### config.mk
export PLATFORM = sky130hd
export DESIGN_NAME = cache_ctrl
export DESIGN_NICKNAME = d
export VERILOG_FILES = /design/src/verilog/mem_pkg.sv /design/src/verilog/cache_pkg.sv /design/src/verilog/cache_ctrl.sv
export SDC_FILE = /design/constraint.sdc
export NUM_CORES = 1
export LEC_CHECK = 0
export BUFFER_PORTS_ARGS = -buffer_cell sky130_fd_sc_hd__buf_2
export CORE_ASPECT_RATIO = 1.2
export CORE_MARGIN = 10
export CORE_UTILIZATION = 33
export DETAILED_ROUTE_END_ITERATION = 10
export GPL_TIMING_DRIVEN = 0
export PLACE_DENSITY = 0.93
export SETUP_SLACK_MARGIN = 0.15
export SYNTH_ARGS = -nofsm -noshare
export SYNTH_HDL_FRONTEND = slang
export SYNTH_SLANG_ARGS = --single-unit
### constraint.sdc
create_clock -name clk -period 3.5 [get_ports clk]
set_input_delay 0.35 -clock clk [delete_from_list [all_inputs] [get_ports clk]]
set_output_delay 0.35 -clock clk [all_outputs]
set_load 0.005 [all_outputs]
### src/verilog/mem_pkg.sv
package mem_pkg;

   // Word interleaved banks
   localparam int BANK_COUNT = 4;

   // Words per bank, one row per line address
   localparam int BANK_DEPTH = 8192;

   // Cycles from read request to returned word
   localparam int MEM_RD_LATENCY = 2;

   // Request from the cache controller
   typedef struct packed {
      logic        rd;
      logic        wr;
      // Byte address, always word aligned
      logic [15:0] addr;
      logic [15:0] wdata;
   } mem_req_t;

endpackage

### src/verilog/cache_pkg.sv
package cache_pkg;

   // Byte address and word width
   localparam int ADDR_W = 16;
   localparam int DATA_W = 16;

   // Address split, tag on top and byte offset at the bottom
   localparam int TAG_W = 5;
   localparam int INDEX_W = 8;
   localparam int OFFSET_W = 3;

   // 16-bit words in one line
   localparam int LINE_WORDS = 4;

   typedef struct packed {
      logic [TAG_W-1:0]    tag;
      logic [INDEX_W-1:0]  index;
      logic [OFFSET_W-1:0] offset;
   } cache_addr_t;

   // Command from the controller into the array
   typedef struct packed {
      logic                enable;
      // Tag compare access, else direct line access
      logic                comp;
      logic                write;
      logic [TAG_W-1:0]    tag;
      logic [INDEX_W-1:0]  index;
      logic [OFFSET_W-1:0] offset;
      logic [DATA_W-1:0]   wdata;
   } cache_cmd_t;

   typedef enum logic [3:0] {
      ST_IDLE, ST_COMP, ST_HIT, ST_MISS,
      ST_WB0, ST_WB1, ST_WB2, ST_WB3,
      ST_FILL0, ST_FILL1, ST_FILL2, ST_FILL3, ST_FILL4, ST_FILL5,
      ST_WR_FIX, ST_DONE
   } ctrl_state_e;

endpackage
### src/verilog/cache_ctrl.sv
`timescale 1ns/1ns
`default_nettype none

module cache_ctrl (
   input  logic                         clk,
   input  logic                         arst_n,
   input  logic                         rd,
   input  logic                         wr,
   input  logic [cache_pkg::ADDR_W-1:0] addr,
   input  logic [cache_pkg::DATA_W-1:0] data_in,
   input  logic                         hit,
   input  logic                         valid,
   input  logic                         dirty,
   input  logic [cache_pkg::TAG_W-1:0]  tag_out,
   input  logic [cache_pkg::DATA_W-1:0] cache_data,
   input  logic [15:0]                  mem_rdata,
   output cache_pkg::cache_cmd_t        cmd,
   output mem_pkg::mem_req_t            mem_req,
   output logic                         done,
   output logic                         cache_hit
);

   import cache_pkg::*;

   ctrl_state_e state_q;
   ctrl_state_e state_d;
   cache_addr_t req_a;

   // Request address split into fields
   assign req_a = addr;

   always_ff @(posedge clk or negedge arst_n) begin
      if (!arst_n) begin
         state_q <= ST_IDLE;
      end else begin
         state_q <= state_d;
      end
   end

   always_comb begin
      // Array sees the request unless a state says otherwise
      cmd.enable = 1'b0;
      cmd.comp   = 1'b0;
      cmd.write  = 1'b0;
      cmd.tag    = req_a.tag;
      cmd.index  = req_a.index;
      cmd.offset = req_a.offset;
      cmd.wdata  = data_in;
      // Memory idle, line base of the request
      mem_req.rd    = 1'b0;
      mem_req.wr    = 1'b0;
      mem_req.addr  = {req_a.tag, req_a.index, 3'b000};
      // Writeback data straight from the array
      mem_req.wdata = cache_data;
      done      = 1'b0;
      cache_hit = 1'b0;
      state_d   = state_q;

      case (state_q)
         ST_IDLE: begin
            if (rd | wr) begin
               state_d = ST_COMP;
            end
         end
         // Tag lookup
         ST_COMP: begin
            cmd.enable = 1'b1;
            cmd.comp   = 1'b1;
            state_d    = hit ? ST_HIT : ST_MISS;
         end
         // Hit finishes here, writes land at the edge
         ST_HIT: begin
            cmd.enable = 1'b1;
            cmd.comp   = 1'b1;
            cmd.write  = wr;
            done       = 1'b1;
            cache_hit  = 1'b1;
            state_d    = (rd | wr) ? ST_COMP : ST_IDLE;
         end
         // Direct read of the victim state bits
         ST_MISS: begin
            cmd.enable = 1'b1;
            state_d    = (valid & dirty) ? ST_WB0 : ST_FILL0;
         end
         // Victim words out, one per cycle, bank 0 first
         ST_WB0: begin
            cmd.enable   = 1'b1;
            cmd.offset   = 3'b000;
            mem_req.wr   = 1'b1;
            mem_req.addr = {tag_out, req_a.index, 3'b000};
            state_d      = ST_WB1;
         end
         ST_WB1: begin
            cmd.enable   = 1'b1;
            cmd.offset   = 3'b010;
            mem_req.wr   = 1'b1;
            mem_req.addr = {tag_out, req_a.index, 3'b010};
            state_d      = ST_WB2;
         end
         ST_WB2: begin
            cmd.enable   = 1'b1;
            cmd.offset   = 3'b100;
            mem_req.wr   = 1'b1;
            mem_req.addr = {tag_out, req_a.index, 3'b100};
            state_d      = ST_WB3;
         end
         ST_WB3: begin
            cmd.enable   = 1'b1;
            cmd.offset   = 3'b110;
            mem_req.wr   = 1'b1;
            mem_req.addr = {tag_out, req_a.index, 3'b110};
            state_d      = ST_FILL0;
         end
         // Fill reads issue back to back
         ST_FILL0: begin
            mem_req.rd = 1'b1;
            state_d    = ST_FILL1;
         end
         ST_FILL1: begin
            mem_req.rd   = 1'b1;
            mem_req.addr = {req_a.tag, req_a.index, 3'b010};
            state_d      = ST_FILL2;
         end
         // Word 0 arrives while word 2 is requested
         ST_FILL2: begin
            mem_req.rd   = 1'b1;
            mem_req.addr = {req_a.tag, req_a.index, 3'b100};
            cmd.enable   = 1'b1;
            cmd.write    = 1'b1;
            cmd.offset   = 3'b000;
            cmd.wdata    = mem_rdata;
            state_d      = ST_FILL3;
         end
         ST_FILL3: begin
            mem_req.rd   = 1'b1;
            mem_req.addr = {req_a.tag, req_a.index, 3'b110};
            cmd.enable   = 1'b1;
            cmd.write    = 1'b1;
            cmd.offset   = 3'b010;
            cmd.wdata    = mem_rdata;
            state_d      = ST_FILL4;
         end
         ST_FILL4: begin
            cmd.enable = 1'b1;
            cmd.write  = 1'b1;
            cmd.offset = 3'b100;
            cmd.wdata  = mem_rdata;
            state_d    = ST_FILL5;
         end
         // Last word, line valid after this edge
         ST_FILL5: begin
            cmd.enable = 1'b1;
            cmd.write  = 1'b1;
            cmd.offset = 3'b110;
            cmd.wdata  = mem_rdata;
            state_d    = wr ? ST_WR_FIX : ST_DONE;
         end
         // Store the write data into the refilled line
         ST_WR_FIX: begin
            cmd.enable = 1'b1;
            cmd.comp   = 1'b1;
            cmd.write  = 1'b1;
            state_d    = ST_DONE;
         end
         // Reread through compare, data_out valid here
         ST_DONE: begin
            cmd.enable = 1'b1;
            cmd.comp   = 1'b1;
            done       = 1'b1;
            state_d    = (rd | wr) ? ST_COMP : ST_IDLE;
         end
         default: begin
            state_d = ST_IDLE;
         end
      endcase
   end

   // Done only from the two finishing states, and never twice in a row
   a_done_pulse: assert property (
      @(posedge clk) disable iff (!arst_n)
      done |-> (state_q inside {ST_HIT, ST_DONE}) ##1 !done
   );

endmodule

`default_nettype wire

== After elaboration in Yosys (flattened, before gate mapping) ==
Cells that the tools add are included.

* Eq/ne operators: 16
* Reductions and logical operators: 12
* $mul: 0
* $lt $le $gt $ge: 0
* Shift operators: 0
* Divide/modulo/power cells: 0
* $add $sub $neg: 0
* Multiplexer cells: 16
* Bitwise operators: 2

{| class="wikitable"
|+ Operator list
! cell !! count
|-
| case mux 16 bit (7 select lines) || 1
|-
| case mux 4 bit (15 select lines) || 1
|-
| == test 4 bit, second input constant || 8
|-
| == test 4 x 3 -> 1 bit, second input constant || 4
|-
| 2-to-1 mux 16 bit || 1
|-
| OR reduction 4 bit || 4
|-
| OR reduction 13 bit || 1
|-
| case mux 3 bit (4 select lines) || 1
|-
| OR reduction 2 bit || 5
|-
| 2-to-1 mux 1 bit || 9
|-
| == test 4 x 2 -> 1 bit, second input constant || 2
|-
| 2-to-1 mux 4 bit || 2
|-
| OR reduction 5 bit || 1
|-
| == test 4 x 1 -> 1 bit, second input constant || 1
|-
| zero test 4 bit || 1
|-
| inequality test 2 bit, second input constant || 1
|-
| case mux 1 bit (2 select lines) || 1
|-
| bitwise AND 1 bit || 1
|-
| OR 1 bit || 1
|}

* ROM bits: 0
* Memory bits (writable): 0
* Memories: 0
* Flip-flop bits (word level): 4
* Latch bits: 0
* Logic and storage cells: 47

== Longest topological paths before layout ==
* Depth in word-level cells: 3
* Depth in mapped cells: 5
* Gate-level depth less buffers: 3

== Worst setup path before layout ==
No wires, ideal clock.

* Path type: reg-to-output
* Start point: register state_q[2]
* End point: output port cmd[10] (netlist bit)
* Slack: 1908 ps
* Stages on the path, launching flop included: 6
* Buffers on the path: 2
* Arrival: 1242 ps
* Required time: 3150 ps
* Cell sequence: dfrtp_1 buf_6 xor2_4 nand2_4 buf_6 mux2_4

{| class="wikitable"
|+ RTL lines
! item !! RTL line !! RTL
|-
| start, declared || cache_ctrl.sv:25 || <nowiki>ctrl_state_e state_q;</nowiki>
|-
| start signal, assigned || cache_ctrl.sv:36 || <nowiki>state_q <= state_d;</nowiki>
|-
| end, declared || cache_ctrl.sv:17 || <nowiki>output cache_pkg::cache_cmd_t cmd,</nowiki>
|}

==> results.json <==
{
  "outcome": "finished, final reports clean",
  "grt_pass1_vias": 1252,
  "layout_common_cells": "buf_2, buf_4, mux2_2",
  "drive_above_1_share": 0.7967,
  "p_leak_uw": 0.001016,
  "seq_area_um2": 100.1,
  "route.detailed.drc": 0,
  "drv_slew": 0,
  "clock_tree.buffer_depth": 2,
  "fmax_ghz": 0.4926,
  "hold_viol_final": 0,
  "path_max_fanout": 10,
  "finalWirelength_mm": 4.612,
  "yosysWarnings": 0,
  "cts_max_level": 1,
  "worstSetupPathType": "register to primary output",
  "cts_sinks": 4,
  "placed_cells": 271,
  "power_density_nw_per_um2": 645.5,
  "insertion_delay_ns": 0.24,
  "coreArea_um2": 2864,
  "cts_tree": "yes",
  "pin_count": 147,
  "endpoint_kind": "primary output",
  "multi_input_area_um2": 558.0,
  "n_antenna_cell": 0,
  "reg_top3": "state_q: 4 flops",
  "dpl.hpwl_mm": 4.211,
  "cts_setup_buffers": 0,
  "largest_reg_flops": 4,
  "num_rows": 21,
  "ys_types": 33,
  "post-route-min-period_ns": 2.030,
  "start_util": 0.3517,
  "die-area_um2": 5671,
  "instances_no_fill": 275,
  "min_period_over_period": 0.5800,
  "drtIter0Drc": 31,
  "dpl_worst_slack_ns": 1.694,
  "synth_async_sr_flop_share": 1.000,
  "yosysSeqAreaShare": 0.09938,
  "grt_start_max_net_pins": 11,
  "dr.pass1.iters": 4,
  "rsz0062_at_grt": "no",
  "cap_violations": 0,
  "synth_nets": 192,
  "synth_edf_count": 0,
  "regMostFlops": "state_q",
  "nets": 319,
  "crit_arrival_ns": 1.68,
  "synthCells": 116,
  "die_x_um": 70.43,
  "setup_slack_ns": 1.470,
  "grt_pass1_wl_mm": 6.727,
  "grt.overflow.total": 0,
  "wire_per_inst_um": 16.77,
  "fin_util": 0.5893,
  "grt_usage": 0.1427,
  "antenna_left": 0,
  "numCtsBuffers": 3,
  "avgSynthCellArea_um2": 8.683,
  "tns_ns": 0,
  "syn2layout_area_growth_pct": 67.58,
  "clk_pin_slew_ns": 0.04,
  "crit_required_ns": 3.15,
  "fin_skew_ns": 0.003016,
  "die_h_um": 80.52,
  "fillers": 272,
  "setup_viol": 0,
  "antenna_found_initial": 0,
  "via_per_inst": 4.429,
  "synthesis.area_um2": 1007,
  "hold_path.class": "primary input to async pin",
  "gp_congestion": 0.7581,
  "fin_total_pwr_uw": 1090,
  "cts-root-buf": "clkbuf_4",
  "vias": 1218,
  "crit_path_start_kind": "register",
  "final_common_cell": "buf_2",
  "vdd_drop_max_mv": 0.5564,
  "io_buffers": 121,
  "synth_seq_cells": 4,
  "synth_ff_type": "dfrtp_1"
}
[worst max-delay path: stages, from the launching register on]
cell     delay [ns]
dfrtp_1        0.36
buf_6          0.14
xor2_4         0.18
nand2_4        0.12
buf_6          0.19
mux2_4         0.31
buf_2          0.14
[path summary, 6_finish.rpt]
kind / from / to / slack [ns] / cells past startpoint
max: state_q[2] / cmd[14] / 1.47 / 6
min: arst_n / state_q[1] / 0.44 / 2
max reg2reg: state_q[0] / state_q[0] / 2.21 / 3
min reg2reg: state_q[0] / state_q[1] / 0.53 / 2
max in group asynchronous: arst_n / state_q[2] / 2.94 / 2
min in group clk: hit / state_q[0] / 0.48 / 3
[timing repair]
item / CTS / global route
hold buffers: 1 / 0
gates resized for setup: 0 / 0
endpoints found under the hold margin: 4 / 0
[metal layers]
metal  track usage  routed length [um]
met1        0.1318                1477
met2        0.2878                2590
met3       0.05412                 518
met4       0.02767                  26
met5             0                   0
[cells by family after synthesis]
logic type | share of synthesized area
other cells | 0.003723
mux | 0.2932
flops | 0.09938
buf+inv | 0.3466
xor+xnor | 0.03603
simple gates | 0.1193
compound gates | 0.1019
[cell usage after synthesis, types with 2 or more instances]
| cell | count | area, um2 |
|---|---|---|
| a211o_1 | 2 | 17.52 |
| nand2_1 | 3 | 11.26 |
| o21ai_0 | 2 | 10.01 |
| nor3_1 | 2 | 10.01 |
| mux2_4 | 10 | 150.1 |
| buf_2 | 3 | 15.01 |
| dfrtp_1 | 4 | 100.1 |
| nor2_1 | 5 | 18.77 |
| mux2_2 | 12 | 135.1 |
| nor2b_1 | 2 | 12.51 |
| nand2b_1 | 2 | 12.51 |
| inv_1 | 4 | 15.01 |
| a21oi_1 | 3 | 15.01 |
| buf_4 | 39 | 292.8 |
| and2_1 | 3 | 18.77 |
| buf_6 | 2 | 22.52 |
| a31oi_1 | 2 | 12.51 |
[stage by stage]
step	cell area, um2	hold WS, ns
detailed placement	1655	0.1581
global placement	1655	0.1554
CTS	1688	0.4317
finish	1688	0.4364
global route	1688	0.4528
floorplan	1007	0.05441
[power by group]
group          internal, uW  leakage [uW]  switching (uW)  total (uW)
Sequential             69.5     0.0000459            12.8        82.3
Combinational           522      0.000956             427         949
Clock                  38.4     0.0000138            20.0        58.4
[layout make-up]
cell class,count,share of cell area
inverters,4,0.008895
plain buffers,45,0.1979
flip-flops and latches,4,0.05930
multi-input cells,63,0.3306
repair buffers,122,0.3647
well taps,34,0.02520
clock buffers,3,0.01334
Note: power is estimated with default switching activity, not from simulation.
